==> config.mk <==
export PLATFORM = sky130hd
export DESIGN_NAME = vcache_tile
export DESIGN_NICKNAME = d
export VERILOG_FILES = /design/src/source/vcache_pkg.sv /design/src/source/vcache_link_adapter.sv /design/src/source/vcache_blocking_cache.sv /design/src/source/vcache_tile.sv
export VERILOG_INCLUDE_DIRS = /design/src /design/src/include
export SDC_FILE = /design/constraint.sdc
export NUM_CORES = 2
export LEC_CHECK = 0
export ABC_AREA = 1
export BUFFER_PORTS_ARGS = -buffer_cell sky130_fd_sc_hd__buf_2
export CORE_ASPECT_RATIO = 0.9
export CORE_UTILIZATION = 35
export CTS_CLUSTER_DIAMETER = 80
export CTS_CLUSTER_SIZE = 16
export DETAILED_ROUTE_END_ITERATION = 6
export PLACE_DENSITY_LB_ADDON = 0.08
export SYNTH_ARGS = -nofsm -noshare
export SYNTH_HDL_FRONTEND = slang
export SYNTH_SLANG_ARGS = --single-unit
==> constraint.sdc <==
create_clock -name clk_i -period 5.92 [get_ports clk_i]
set_input_delay 0.592 -clock clk_i [delete_from_list [all_inputs] [get_ports clk_i]]
set_output_delay 0.592 -clock clk_i [all_outputs]
set_load 0.01 [all_outputs]
==> src/include/vcache_defines.svh <==
`ifndef VCACHE_DEFINES_SVH
`define VCACHE_DEFINES_SVH

// Word and network widths.
`define VCACHE_DATA_WIDTH 32
`define VCACHE_ADDR_WIDTH 16
`define VCACHE_SRC_ID_WIDTH 6
`define VCACHE_MASK_WIDTH (`VCACHE_DATA_WIDTH / 8)

// Cache geometry, fixed at two ways.
`define VCACHE_BLOCK_WORDS 4
`define VCACHE_SETS 8
`define VCACHE_WAYS 2

// One DMA beat carries one word.
`define VCACHE_DMA_DATA_WIDTH 32

// Address fields of a word address.
`define VCACHE_OFFSET_WIDTH $clog2(`VCACHE_BLOCK_WORDS)
`define VCACHE_INDEX_WIDTH $clog2(`VCACHE_SETS)
`define VCACHE_TAG_WIDTH \
  (`VCACHE_ADDR_WIDTH - `VCACHE_INDEX_WIDTH - `VCACHE_OFFSET_WIDTH)
`define VCACHE_BLOCK_ADDR_WIDTH (`VCACHE_ADDR_WIDTH - `VCACHE_OFFSET_WIDTH)

// Word slots in one way of the data array.
`define VCACHE_LINE_WORDS (`VCACHE_SETS * `VCACHE_BLOCK_WORDS)

`endif

==> src/source/vcache_pkg.sv <==
package vcache_pkg;

  // Network and cache packet operation.
  typedef enum logic [0:0] {
    OP_LW = 1'b0,
    OP_SW = 1'b1
  } vcache_op_e;

  // Block transfer command on the DMA port.
  typedef enum logic [0:0] {
    DMA_READ  = 1'b0,
    DMA_WRITE = 1'b1
  } dma_cmd_e;

endpackage

==> src/source/vcache_link_adapter.sv <==
`include "vcache_defines.svh"

module vcache_link_adapter (
  input  logic                              clk_i,
  input  logic                              reset_i,

  input  logic                              req_v_i,
  input  vcache_pkg::vcache_op_e            req_op_i,
  input  logic [`VCACHE_ADDR_WIDTH-1:0]     req_addr_i,
  input  logic [`VCACHE_DATA_WIDTH-1:0]     req_data_i,
  input  logic [`VCACHE_MASK_WIDTH-1:0]     req_mask_i,
  input  logic [`VCACHE_SRC_ID_WIDTH-1:0]   req_src_i,
  output logic                              req_ready_o,

  output logic                              rsp_v_o,
  output vcache_pkg::vcache_op_e            rsp_op_o,
  output logic [`VCACHE_DATA_WIDTH-1:0]     rsp_data_o,
  output logic [`VCACHE_SRC_ID_WIDTH-1:0]   rsp_src_o,
  input  logic                              rsp_ready_i,

  output logic                              cpkt_v_o,
  output vcache_pkg::vcache_op_e            cpkt_op_o,
  output logic [`VCACHE_ADDR_WIDTH-1:0]     cpkt_addr_o,
  output logic [`VCACHE_DATA_WIDTH-1:0]     cpkt_data_o,
  output logic [`VCACHE_MASK_WIDTH-1:0]     cpkt_mask_o,
  input  logic                              cpkt_yumi_i,

  input  logic                              cres_v_i,
  input  logic [`VCACHE_DATA_WIDTH-1:0]     cres_data_i,
  output logic                              cres_yumi_o
);

  logic                            pend_r;
  logic                            pkt_v_r;
  vcache_pkg::vcache_op_e          op_r;
  logic [`VCACHE_ADDR_WIDTH-1:0]   addr_r;
  logic [`VCACHE_DATA_WIDTH-1:0]   data_r;
  logic [`VCACHE_MASK_WIDTH-1:0]   mask_r;
  logic [`VCACHE_SRC_ID_WIDTH-1:0] src_r;
  logic                            req_fire;
  logic                            rsp_fire;

  // One request in flight from acceptance to response transfer.
  assign req_ready_o = ~pend_r & ~reset_i;
  assign req_fire    = req_v_i & req_ready_o;
  assign rsp_fire    = rsp_v_o & rsp_ready_i;

  always_ff @(posedge clk_i) begin
    if (reset_i) begin
      pend_r  <= 1'b0;
      pkt_v_r <= 1'b0;
    end else if (req_fire) begin
      pend_r  <= 1'b1;
      pkt_v_r <= 1'b1;
    end else begin
      if (cpkt_yumi_i) begin
        pkt_v_r <= 1'b0;
      end
      if (rsp_fire) begin
        pend_r <= 1'b0;
      end
    end
  end

  always_ff @(posedge clk_i) begin
    if (req_fire) begin
      op_r   <= req_op_i;
      addr_r <= req_addr_i;
      data_r <= req_data_i;
      mask_r <= req_mask_i;
      src_r  <= req_src_i;
    end
  end

  // Packet stays offered until the cache takes it.
  assign cpkt_v_o    = pkt_v_r;
  assign cpkt_op_o   = op_r;
  assign cpkt_addr_o = addr_r;
  assign cpkt_data_o = data_r;
  assign cpkt_mask_o = mask_r;

  // The cache holds its result until yumi, so the response is stable.
  assign rsp_v_o   = cres_v_i;
  assign rsp_op_o  = op_r;
  assign rsp_src_o = src_r;

  // Store acknowledge carries a zero word.
  assign rsp_data_o = (op_r == vcache_pkg::OP_LW) ? cres_data_i : '0;

  assign cres_yumi_o = cres_v_i & rsp_ready_i;

endmodule

==> src/source/vcache_blocking_cache.sv <==
`include "vcache_defines.svh"

module vcache_blocking_cache (
  input  logic                                clk_i,
  input  logic                                reset_i,

  input  logic                                cpkt_v_i,
  input  vcache_pkg::vcache_op_e              cpkt_op_i,
  input  logic [`VCACHE_ADDR_WIDTH-1:0]       cpkt_addr_i,
  input  logic [`VCACHE_DATA_WIDTH-1:0]       cpkt_data_i,
  input  logic [`VCACHE_MASK_WIDTH-1:0]       cpkt_mask_i,
  output logic                                cpkt_yumi_o,

  output logic                                cres_v_o,
  output logic [`VCACHE_DATA_WIDTH-1:0]       cres_data_o,
  input  logic                                cres_yumi_i,

  output logic                                dma_pkt_v_o,
  output vcache_pkg::dma_cmd_e                dma_pkt_cmd_o,
  output logic [`VCACHE_BLOCK_ADDR_WIDTH-1:0] dma_pkt_addr_o,
  input  logic                                dma_pkt_yumi_i,

  input  logic [`VCACHE_DMA_DATA_WIDTH-1:0]   dma_data_i,
  input  logic                                dma_data_v_i,
  output logic                                dma_data_ready_o,

  output logic [`VCACHE_DMA_DATA_WIDTH-1:0]   dma_data_o,
  output logic                                dma_data_v_o,
  input  logic                                dma_data_yumi_i
);

  localparam int unsigned offset_width_lp = `VCACHE_OFFSET_WIDTH;
  localparam int unsigned index_width_lp  = `VCACHE_INDEX_WIDTH;
  localparam int unsigned tag_width_lp    = `VCACHE_TAG_WIDTH;
  localparam logic [offset_width_lp-1:0] last_beat_lp =
    offset_width_lp'(`VCACHE_BLOCK_WORDS - 1);

  typedef enum logic [2:0] {
    ST_IDLE,
    ST_LOOKUP,
    ST_EVICT_CMD,
    ST_EVICT_DATA,
    ST_FILL_CMD,
    ST_FILL_DATA,
    ST_RESPOND
  } state_e;

  state_e state_r;
  state_e state_n;

  // Registered packet.
  vcache_pkg::vcache_op_e          op_r;
  logic [tag_width_lp-1:0]         tag_r;
  logic [index_width_lp-1:0]       idx_r;
  logic [offset_width_lp-1:0]      off_r;
  logic [`VCACHE_DATA_WIDTH-1:0]   data_r;
  logic [`VCACHE_MASK_WIDTH-1:0]   mask_r;
  logic [`VCACHE_DATA_WIDTH-1:0]   rdata_r;

  // Tag, state and data arrays.
  logic [tag_width_lp-1:0]             tag_mem  [`VCACHE_WAYS][`VCACHE_SETS];
  logic [`VCACHE_DATA_WIDTH-1:0]       data_mem [`VCACHE_WAYS][`VCACHE_LINE_WORDS];
  logic [`VCACHE_WAYS-1:0][`VCACHE_SETS-1:0] valid_r;
  logic [`VCACHE_WAYS-1:0][`VCACHE_SETS-1:0] dirty_r;
  logic [`VCACHE_SETS-1:0]             lru_r;

  logic [0:0]                          victim_r;
  logic [offset_width_lp-1:0]          cnt_r;

  logic                                hit0;
  logic                                hit1;
  logic                                hit;
  logic [0:0]                          hit_way;
  logic [0:0]                          alloc_way;
  logic                                victim_dirty;
  logic                                last_beat;
  logic [index_width_lp+offset_width_lp-1:0] line_word;
  logic [index_width_lp+offset_width_lp-1:0] beat_word;
  logic [`VCACHE_DATA_WIDTH-1:0]       old_word;
  logic [`VCACHE_DATA_WIDTH-1:0]       merged_word;

  assign hit0    = valid_r[0][idx_r] & (tag_mem[0][idx_r] == tag_r);
  assign hit1    = valid_r[1][idx_r] & (tag_mem[1][idx_r] == tag_r);
  assign hit     = hit0 | hit1;
  assign hit_way = hit1;

  // Invalid way first, then the LRU way.
  always_comb begin
    if (!valid_r[0][idx_r]) begin
      alloc_way = 1'b0;
    end else if (!valid_r[1][idx_r]) begin
      alloc_way = 1'b1;
    end else begin
      alloc_way = lru_r[idx_r];
    end
  end

  assign victim_dirty = valid_r[alloc_way][idx_r] & dirty_r[alloc_way][idx_r];
  assign last_beat    = (cnt_r == last_beat_lp);
  assign line_word    = {idx_r, off_r};
  assign beat_word    = {idx_r, cnt_r};
  assign old_word     = data_mem[hit_way][line_word];

  // Byte merge for stores.
  always_comb begin
    merged_word = old_word;
    for (int b = 0; b < `VCACHE_MASK_WIDTH; b++) begin
      if (mask_r[b]) begin
        merged_word[b*8 +: 8] = data_r[b*8 +: 8];
      end
    end
  end

  always_comb begin
    state_n = state_r;
    case (state_r)
      ST_IDLE: begin
        if (cpkt_v_i) begin
          state_n = ST_LOOKUP;
        end
      end
      ST_LOOKUP: begin
        if (hit) begin
          state_n = ST_RESPOND;
        end else if (victim_dirty) begin
          state_n = ST_EVICT_CMD;
        end else begin
          state_n = ST_FILL_CMD;
        end
      end
      ST_EVICT_CMD: begin
        if (dma_pkt_yumi_i) begin
          state_n = ST_EVICT_DATA;
        end
      end
      ST_EVICT_DATA: begin
        if (dma_data_yumi_i && last_beat) begin
          state_n = ST_FILL_CMD;
        end
      end
      ST_FILL_CMD: begin
        if (dma_pkt_yumi_i) begin
          state_n = ST_FILL_DATA;
        end
      end
      ST_FILL_DATA: begin
        // Replay the lookup once the block is in.
        if (dma_data_v_i && last_beat) begin
          state_n = ST_LOOKUP;
        end
      end
      ST_RESPOND: begin
        if (cres_yumi_i) begin
          state_n = ST_IDLE;
        end
      end
      default: begin
        state_n = ST_IDLE;
      end
    endcase
  end

  always_ff @(posedge clk_i) begin
    if (reset_i) begin
      state_r  <= ST_IDLE;
      cnt_r    <= '0;
      victim_r <= 1'b0;
      valid_r  <= '0;
      dirty_r  <= '0;
      lru_r    <= '0;
    end else begin
      state_r <= state_n;
      case (state_r)
        ST_LOOKUP: begin
          if (hit) begin
            lru_r[idx_r] <= ~hit_way;
            if (op_r == vcache_pkg::OP_SW) begin
              dirty_r[hit_way][idx_r] <= 1'b1;
            end
          end else begin
            victim_r <= alloc_way;
          end
        end
        ST_EVICT_DATA: begin
          if (dma_data_yumi_i) begin
            cnt_r <= cnt_r + 1'b1;
          end
        end
        ST_FILL_DATA: begin
          if (dma_data_v_i) begin
            cnt_r <= cnt_r + 1'b1;
            if (last_beat) begin
              valid_r[victim_r][idx_r] <= 1'b1;
              dirty_r[victim_r][idx_r] <= 1'b0;
            end
          end
        end
        default: begin
        end
      endcase
    end
  end

  always_ff @(posedge clk_i) begin
    if (cpkt_yumi_o) begin
      op_r   <= cpkt_op_i;
      tag_r  <= cpkt_addr_i[`VCACHE_ADDR_WIDTH-1 -: tag_width_lp];
      idx_r  <= cpkt_addr_i[offset_width_lp +: index_width_lp];
      off_r  <= cpkt_addr_i[offset_width_lp-1:0];
      data_r <= cpkt_data_i;
      mask_r <= cpkt_mask_i;
    end
    if (state_r == ST_LOOKUP && hit) begin
      rdata_r <= old_word;
      if (op_r == vcache_pkg::OP_SW) begin
        data_mem[hit_way][line_word] <= merged_word;
      end
    end
    if (state_r == ST_FILL_DATA && dma_data_v_i) begin
      data_mem[victim_r][beat_word] <= dma_data_i;
      if (last_beat) begin
        tag_mem[victim_r][idx_r] <= tag_r;
      end
    end
  end

  assign cpkt_yumi_o = (state_r == ST_IDLE) & cpkt_v_i;

  assign cres_v_o    = (state_r == ST_RESPOND);
  assign cres_data_o = rdata_r;

  // Evict writes back the victim's old block address.
  assign dma_pkt_v_o   = (state_r == ST_EVICT_CMD) | (state_r == ST_FILL_CMD);
  assign dma_pkt_cmd_o = (state_r == ST_EVICT_CMD) ? vcache_pkg::DMA_WRITE
                                                   : vcache_pkg::DMA_READ;
  assign dma_pkt_addr_o = (state_r == ST_EVICT_CMD) ? {tag_mem[victim_r][idx_r], idx_r}
                                                    : {tag_r, idx_r};

  assign dma_data_v_o     = (state_r == ST_EVICT_DATA);
  assign dma_data_o       = data_mem[victim_r][beat_word];
  assign dma_data_ready_o = (state_r == ST_FILL_DATA);

endmodule

==> src/source/vcache_tile.sv <==
`include "vcache_defines.svh"

module vcache_tile (
  input  logic                                clk_i,
  input  logic                                reset_i,

  input  logic                                req_v_i,
  input  vcache_pkg::vcache_op_e              req_op_i,
  input  logic [`VCACHE_ADDR_WIDTH-1:0]       req_addr_i,
  input  logic [`VCACHE_DATA_WIDTH-1:0]       req_data_i,
  input  logic [`VCACHE_MASK_WIDTH-1:0]       req_mask_i,
  input  logic [`VCACHE_SRC_ID_WIDTH-1:0]     req_src_i,
  output logic                                req_ready_o,

  output logic                                rsp_v_o,
  output vcache_pkg::vcache_op_e              rsp_op_o,
  output logic [`VCACHE_DATA_WIDTH-1:0]       rsp_data_o,
  output logic [`VCACHE_SRC_ID_WIDTH-1:0]     rsp_src_o,
  input  logic                                rsp_ready_i,

  output logic                                dma_pkt_v_o,
  output vcache_pkg::dma_cmd_e                dma_pkt_cmd_o,
  output logic [`VCACHE_BLOCK_ADDR_WIDTH-1:0] dma_pkt_addr_o,
  input  logic                                dma_pkt_yumi_i,

  input  logic [`VCACHE_DMA_DATA_WIDTH-1:0]   dma_data_i,
  input  logic                                dma_data_v_i,
  output logic                                dma_data_ready_o,

  output logic [`VCACHE_DMA_DATA_WIDTH-1:0]   dma_data_o,
  output logic                                dma_data_v_o,
  input  logic                                dma_data_yumi_i
);

  logic                          reset_r;

  logic                          cpkt_v;
  vcache_pkg::vcache_op_e        cpkt_op;
  logic [`VCACHE_ADDR_WIDTH-1:0] cpkt_addr;
  logic [`VCACHE_DATA_WIDTH-1:0] cpkt_data;
  logic [`VCACHE_MASK_WIDTH-1:0] cpkt_mask;
  logic                          cpkt_yumi;
  logic                          cres_v;
  logic [`VCACHE_DATA_WIDTH-1:0] cres_data;
  logic                          cres_yumi;

  // Reset is retimed once before it fans out.
  always_ff @(posedge clk_i) begin
    reset_r <= reset_i;
  end

  vcache_link_adapter link_adapter (
    .clk_i       (clk_i),
    .reset_i     (reset_r),
    .req_v_i     (req_v_i),
    .req_op_i    (req_op_i),
    .req_addr_i  (req_addr_i),
    .req_data_i  (req_data_i),
    .req_mask_i  (req_mask_i),
    .req_src_i   (req_src_i),
    .req_ready_o (req_ready_o),
    .rsp_v_o     (rsp_v_o),
    .rsp_op_o    (rsp_op_o),
    .rsp_data_o  (rsp_data_o),
    .rsp_src_o   (rsp_src_o),
    .rsp_ready_i (rsp_ready_i),
    .cpkt_v_o    (cpkt_v),
    .cpkt_op_o   (cpkt_op),
    .cpkt_addr_o (cpkt_addr),
    .cpkt_data_o (cpkt_data),
    .cpkt_mask_o (cpkt_mask),
    .cpkt_yumi_i (cpkt_yumi),
    .cres_v_i    (cres_v),
    .cres_data_i (cres_data),
    .cres_yumi_o (cres_yumi)
  );

  vcache_blocking_cache cache (
    .clk_i            (clk_i),
    .reset_i          (reset_r),
    .cpkt_v_i         (cpkt_v),
    .cpkt_op_i        (cpkt_op),
    .cpkt_addr_i      (cpkt_addr),
    .cpkt_data_i      (cpkt_data),
    .cpkt_mask_i      (cpkt_mask),
    .cpkt_yumi_o      (cpkt_yumi),
    .cres_v_o         (cres_v),
    .cres_data_o      (cres_data),
    .cres_yumi_i      (cres_yumi),
    .dma_pkt_v_o      (dma_pkt_v_o),
    .dma_pkt_cmd_o    (dma_pkt_cmd_o),
    .dma_pkt_addr_o   (dma_pkt_addr_o),
    .dma_pkt_yumi_i   (dma_pkt_yumi_i),
    .dma_data_i       (dma_data_i),
    .dma_data_v_i     (dma_data_v_i),
    .dma_data_ready_o (dma_data_ready_o),
    .dma_data_o       (dma_data_o),
    .dma_data_v_o     (dma_data_v_o),
    .dma_data_yumi_i  (dma_data_yumi_i)
  );

endmodule

# --- Word level (Yosys, flattened, before mapping) ---
# Memories as Yosys holds them, arrays and structs flattened. A register that Yosys moved wholly into a read port is not among the register bits.
# Cells that the tools add are included.
totals:
  register_bits: 193
  ram_bits: 2224
  output_inout_bits: 91
  wordCells: 188
  memories: 2
classes:
  add_sub_neg: 1
  magnitude_cmp: 13
  eq_ne: 20
  muxes: 87
  n_bitwise: 20
  n_reduce_logical: 22
memory_table:
  columns: ["memory", "words", "word_bits", "read_ports", "rd_ports_with_merged_regs", "wr", "line", "source"]
  rows:
  - ["cache.data_mem", 2, 1024, 2, 1, 1, "vcache_blocking_cache.sv:62", "logic [`VCACHE_DATA_WIDTH-1:0] data_mem [`VCACHE_WAYS][`VCACHE_LINE_WORDS];"]
  - ["cache.tag_mem", 2, 88, 3, 1, 1, "vcache_blocking_cache.sv:61", "logic [tag_width_lp-1:0] tag_mem [`VCACHE_WAYS][`VCACHE_SETS];"]
ops:
  columns: ["op", "n"]
  rows:
  - ["$mux 1024", 4]
  - ["$reduce_or 1024->1", 1]
  - ["$bmux 32 s5", 2]
  - ["$demux 32 s5", 2]
  - ["$mux 32", 7]
  - ["$bmux 11 s3", 3]
  - ["$mux 88", 1]
  - ["$mux 8", 10]
  - ["$mux 11", 7]
  - ["$mux 16", 4]
  - ["$demux 11 s3", 1]
  - ["$or 16x16->16", 2]
  - ["$pmux 16 s2", 1]
  - ["$mux 3", 8]
  - ["$mux 1", 23]
  - ["$eq 11x11->1", 2]
  - ["$pmux 3 s7", 1]
  - ["$and 16x16->16", 1]
  - ["$demux 8 s1", 2]
  - ["$not 16->16", 1]
  - ["$bmux 1 s3", 5]
  - ["$mux 14", 1]
  - ["$ne 2x1->1 const B", 7]
  - ["$ge 6x6->1 const B", 2]
  - ["29 further kinds", 65]

# --- Logic depth before layout (Yosys ltp) ---
depth:
  ltp_word: 14
  depth_mapped: 27
  ltp_nobuf: 23

# --- Modules after synthesis ---
# A second synthesis with hierarchy kept.
unflattened:
  hier_cells: 13410
  hier_area_um2: 122117.1
by_module_without_submodules:
  columns: ["module", "n_inst", "cells_per_inst", "area_each_um2", "seq_area_each_um2"]
  rows:
  - ["vcache_blocking_cache", 1, 13269, 119953.8, 70277.4]
  - ["vcache_link_adapter", 1, 140, 2143.3, 1811.7]
  - ["vcache_tile", 1, 1, 20.0, 20.0]

# --- Least setup slack after synthesis ---
# Ideal clock, no wire load.
synth_timing:
  path_type: "register to register"
  startpoint: "register cache.cnt_r[1]"
  endpoint: "memory cache.data_mem[1][32] (netlist bit) (enable)"
  arrival_ps: 4395
  required_time_ps: 5488
  path_slack_ps: 1093
  path_stages_with_launch: 20
  path_buffers: 4
  synth_period_minus_slack_ps: 4827
  cell_sequence: "dfxtp_1 -> clkbuf_1 -> clkinv_1 -> clkbuf_1 -> buf_1 -> clkbuf_1 -> ha_1 -> nand2_1 -> inv_1 -> nand2_1 -> o2111ai_1 -> nor2_1 -> nand2_1 -> nor2_1 -> inv_2 -> nor2_1 -> inv_1 -> nor3_4 -> nand2_1 -> a21oi_1"
synth_between:
  elab_chain_cells: 8
  word_cells_on_any_way: 10
  cone_classes: "2 x order compare; 5 x mux; 1 x bitwise; 2 x reduce/logical"
synth_rtl:
  columns: ["element", "line", "source"]
  rows:
  - ["from (decl)", "vcache_blocking_cache.sv:68", "logic [offset_width_lp-1:0] cnt_r;"]
  - ["from (signal assigned)", "vcache_blocking_cache.sv:186", "cnt_r <= cnt_r + 1'b1;"]
  - ["from (signal assigned)", "vcache_blocking_cache.sv:191", "cnt_r <= cnt_r + 1'b1;"]
  - ["$not 5->6 (not written as such) *", "vcache_blocking_cache.sv:220", "data_mem[victim_r][beat_word] <= dma_data_i;"]
  - ["$ge 6x6->1 (not written as such) / $lt 6x1->1 (equally long branches)", "vcache_blocking_cache.sv:220", null]
  - ["$logic_and 1x1->1 (not written as such)", "vcache_blocking_cache.sv:220", null]
  - ["$mux 32 (not written as such)", "vcache_blocking_cache.sv:220", null]
  - ["$demux 32 s5 *", "vcache_blocking_cache.sv:220", null]
  - ["$mux 1024 (not written as such) *", "vcache_blocking_cache.sv:220", null]
  - ["$reduce_or 1024->1 (no source line)", null, null]
  - ["$mux 1 (no source line) / $mux 1024 (equally long branches)", null, null]
  - ["to (decl)", "vcache_blocking_cache.sv:62", null]
# Mark *: on every way between the ends. The rest lies on a longest branch, timed or not.

# --- Worst setup path after layout ---
layout_timing:
  startpoint: "register cache.idx_r[1]"
  endpoint: "register cache.rdata_r[5], in the netlist cache.cres_data_o[5] (data pin)"
layout_between:
  elab_chain_cells: 10
  word_cells_on_any_way: 13
  cone_classes: "1 x eq/ne; 8 x mux; 3 x bitwise; 1 x memory"
layout_rtl:
  columns: ["element", "line", "source"]
  rows:
  - ["from (decl)", "vcache_blocking_cache.sv:54", "logic [index_width_lp-1:0] idx_r;"]
  - ["from (signal assigned)", "vcache_blocking_cache.sv:208", "idx_r <= cpkt_addr_i[offset_width_lp +: index_width_lp];"]
  - ["$not 3->4 (not written as such)", "vcache_blocking_cache.sv:83", "assign hit1 = valid_r[1][idx_r] & (tag_mem[1][idx_r] == tag_r);"]
  - ["$bmux 11 s3", "vcache_blocking_cache.sv:83", null]
  - ["$mux 11 (not written as such) (2 in series)", "vcache_blocking_cache.sv:83", null]
  - ["$eq 11x11->1", "vcache_blocking_cache.sv:83", null]
  - ["$and 1x1->1", "vcache_blocking_cache.sv:83", null]
  - ["$mem_v2 2x1024", null, null]
  - ["$bmux 32 s5 *", "vcache_blocking_cache.sv:102", "assign old_word = data_mem[hit_way][line_word];"]
  - ["$mux 32 (not written as such) * (2 in series)", "vcache_blocking_cache.sv:102", null]
  - ["via cache.old_word[5]", "vcache_blocking_cache.sv:79", "logic [`VCACHE_DATA_WIDTH-1:0] old_word;"]
  - ["to (signal assigned)", "vcache_blocking_cache.sv:214", "rdata_r <= old_word;"]
  - ["to (decl)", "vcache_blocking_cache.sv:58", "logic [`VCACHE_DATA_WIDTH-1:0] rdata_r;"]
# Mark *: on every way through the listed nets, which the timed path passes. The rest lies on a longest branch. The select of a mux whose other input is x is not followed.
# A chain may end at the register's enable or synchronous reset.

==> impl_metrics.tcl <==
set metrics [dict create \
    post-route-period-util 0.954 \
    grt_pass1_wl_mm 788 \
    synth.most_common_cell "nand2_1" \
    post-route-drc-count 0 \
    crit_path_end_kind "flip-flop" \
    crit_top_cell "nand3_1" \
    max-clock-path-buffers 4 \
    die_y_microns 562 \
    grt_max_degree 200 \
    ir_drop_v 0.000238 \
    syn2layout_area_growth_pct 13.1 \
    power_frac_clock 0.297 \
    syn_inst 13400 \
    async_reset_ff_frac 0 \
    netlist.area_leader.share 0.584 \
    ys_top_cells_by_count "2,409 x nand2_1, 2,368 x edfxtp_1, 2,295 x nand3_1, 1,950 x inv_1, 1,243 x a21oi_1" \
    cts-buffers-inserted 180 \
    slew_viol_final 0 \
    rsz0062_at_grt "false" \
    synthesis.area_sq_um 122000 \
    drtAntennaViolNets 0 \
    placeableCoreArea_sq_um 346000 \
    required_ps 6290 \
    die_w_microns 624 \
    clk_pin_slew_worst_paths_ps 80 \
    leakagePower_nw 54.6 \
    path_buf_inv 4 \
    status "finished clean" \
    combinationalPowerShare 0.218 \
    cts_max_level 4 \
    layout.nets 13600 \
    reg2reg_from "cache.idx_r[1]$_DFFE_PP_" \
    tightest_slew_ps 1360 \
    hold_viol 0 \
    wire_per_inst_microns 31.8 \
    skew_ps 80.7 \
    firstDrtPassIters 7 \
    setup_slack_ps 275 \
    die-area_sq_um 350000 \
    fmax_mhz 177 \
    power_mw 41.5 \
    placed_area_sq_um 132000 \
    num-fill-cells 34000 \
    synth_area_per_cell_sq_um 9.06 \
    fin_cells 18100 \
    cp.arrival_ps 6020 \
    start_kind "flip-flop" \
    dp_slack_ps 436 \
    synth_cell_types 56 \
    syn-num-nets 13500 \
    port_buffers 188 \
    io_pins 189 \
    cts_resized 0 \
    detail_route.wirelength_mm 576 \
    cts.sinks 2418 \
    yosysWarnings 0 \
    synth-edff-count 2368 \
    vias 104000 \
    slowest_stage "edfxtp_1" \
    synthFlopType "edfxtp_1" \
    hp-class "in2reg" \
    swShare 0.327 \
    clk_latency_ps 940 \
    first_global_vias 96200 \
    path_max_fanout 45 \
    p_sw_mw 13.6 \
    dpl.hpwl_mm 342 \
    drtIter0Drc 14600 \
    overflow 0 \
    grt_use_total 0.319 \
    fin_area_sq_um 138000 \
    p_int_mw 27.9 \
    gp_congestion 0.899 \
    yosys-top-cells-area "edfxtp_1 58%, nand3_1 9.4%, nand2_1 7.4%" \
    layout_min_cycle_time_ps 5640 \
    setup_viol 0 \
    setup_tns_ps 0 \
    start_util 0.352 \
    cap_violations 0 \
    path_class "reg2reg" \
    crit_path_cell_trace "inv_2 -> nor2_4 -> nand3_1 -> nand3_1 -> nor2_1 -> nor2_1 -> nand3_1 -> nor2_4 -> buf_12 -> buf_12 -> nand3_1 -> nand3_1 -> nand2_1 -> o21ai_0 -> nand2_1 -> nor2_1 -> buf_4 -> nand2_1" \
    max_stage_delay_ps 800 \
    antenna_found_initial 47 \
    synth_seq_cells 2418 \
    cts_tree "done" \
    p_seq_frac 0.485 \
    powerDensity_nw_per_um2 301 \
    path_delay_family "simple AND/OR/NAND/NOR gates" \
    ys_seq_area_frac 0.592 \
    rows 205 \
    vias_per_cell 5.77 \
    worstHoldStart "dma_data_yumi_i" \
    cts-root-buf "clkbuf_16" \
    yosys.area.top_type "edfxtp_1" \
    cp-startpoint "cache.idx_r[1]$_DFFE_PP_" \
    dp_cells 17800 \
    slew_headroom 0.0701 \
    drive_gt1_frac 0.0821 \
]
==> power by group through the flow <==
stage	sequential (mW)	clock (mW)	combinational (mW)
6_report	20.1	12.3	9.04
5_1_grt	20.1	13.0	9.55
4_1_cts	20.1	12.5	8.92
3_5_place_dp	20.5	0	8.88
3_3_place_gp	20.5	0	8.85
2_1_floorplan	20.5	0	4.58
==> state kept, by name, summed over array words and instances (netlist names), 6 cells and up, named ones only <==
register                  count
cache.dirty_r                16
cache.tag_mem               176
cache.lru_r                   8
cache.data_mem             2048
cache.tag_r                  11
link_adapter.cpkt_data_o     32
cache.data_r                 32
link_adapter.rsp_src_o        6
cache.valid_r                16
cache.cres_data_o            32
link_adapter.cpkt_addr_o     16
==> worst register-to-register path, delay by kind of cell (launching register included) <==
family,cells,cell delay (ps)
flip-flops,1,800
AND/OR/NAND/NOR,13,2980
AO/OA/AOI/OAI,1,340
buffers and inverters,4,940
==> final timing paths <==
| path | slack (ps) | end | cells after the start |
|---|---|---|---|
| max reg2reg | 280 | cache.cres_data_o[5]$_DFFE_PP_ | 18 |
| min reg2reg | 420 | cache.data_r[8]$_DFFE_PP_ | 0 |
| max | 280 | cache.cres_data_o[5]$_DFFE_PP_ | 18 |
| min | 130 | cache.cnt_r[1]$_SDFFE_PP0P_ | 4 |
==> cell type report <==
class | count | area, sq um | area share
antenna | 19 | 47.5 | 0.000345
clock buffer | 217 | 4780 | 0.0347
clock inverter | 32 | 315 | 0.00229
inverter | 1964 | 7430 | 0.0540
multi-input combinational | 8112 | 39100 | 0.284
sequential | 2418 | 72100 | 0.524
tap | 4554 | 5700 | 0.0414
timing repair buffer | 784 | 8240 | 0.0599
==> stage by stage <==
step | util | hold WS, ps
floorplan | - | 400
global placement | 0.381 | 403
detailed placement | 0.381 | 405
CTS | 0.398 | 70.7
global route | 0.398 | 119
finish | 0.398 | 133
==> kinds of logic (layout without fill, tap and decap cells) <==
family | count (synthesis) | after routing | share of synthesized area
compound gates | 2633 | 2633 | 0.110
buf+inv | 2910 | 2997 | 0.0941
fa+ha+maj | 4 | 4 | 0.000411
simple gates | 5469 | 5469 | 0.203
xor+xnor | 5 | 5 | 0.000360
flops | 2418 | 2418 | 0.592
other cells | 0 | 19 | 0
mux | 1 | 1 | 0.0000822
==> per-layer routing <==
metal  GRT usage  routed length [microns]  vias to the layer above
met5           0                       65                        -
li1            -                        -                    45500
met3      0.0562                    55300                     1106
met4       0.158                    32500                       12
met1       0.442                   239000                    51700
met2       0.482                   250000                     6147
==> cell usage in the layout (no fill, tap or decap), types with 13 or more instances in the layout <==
cell type	instances
nand2_1	2373
o21ai_0	1193
clkbuf_16	186
nor2_4	45
clkbuf_1	30
a21oi_4	32
nand4_1	80
nand2_2	35
edfxtp_1	2368
diode_2	19
a311oi_1	13
nand3_1	2295
dlygate4sd3_1	62
buf_2	188
or3_1	13
o21ai_1	108
or2_1	86
inv_1	1943
buf_4	321
a21oi_1	1211
nand3b_1	165
dfxtp_1	47
a31oi_1	22
nor2_1	314
buf_12	212
==> repair_timing <==
action                    in CTS  in global routing
buffers inserted               0                  0
hold buffers                  62                  0
hold endpoints to repair      62                  0
No activity file was read; power rests on OpenSTA's default activity.
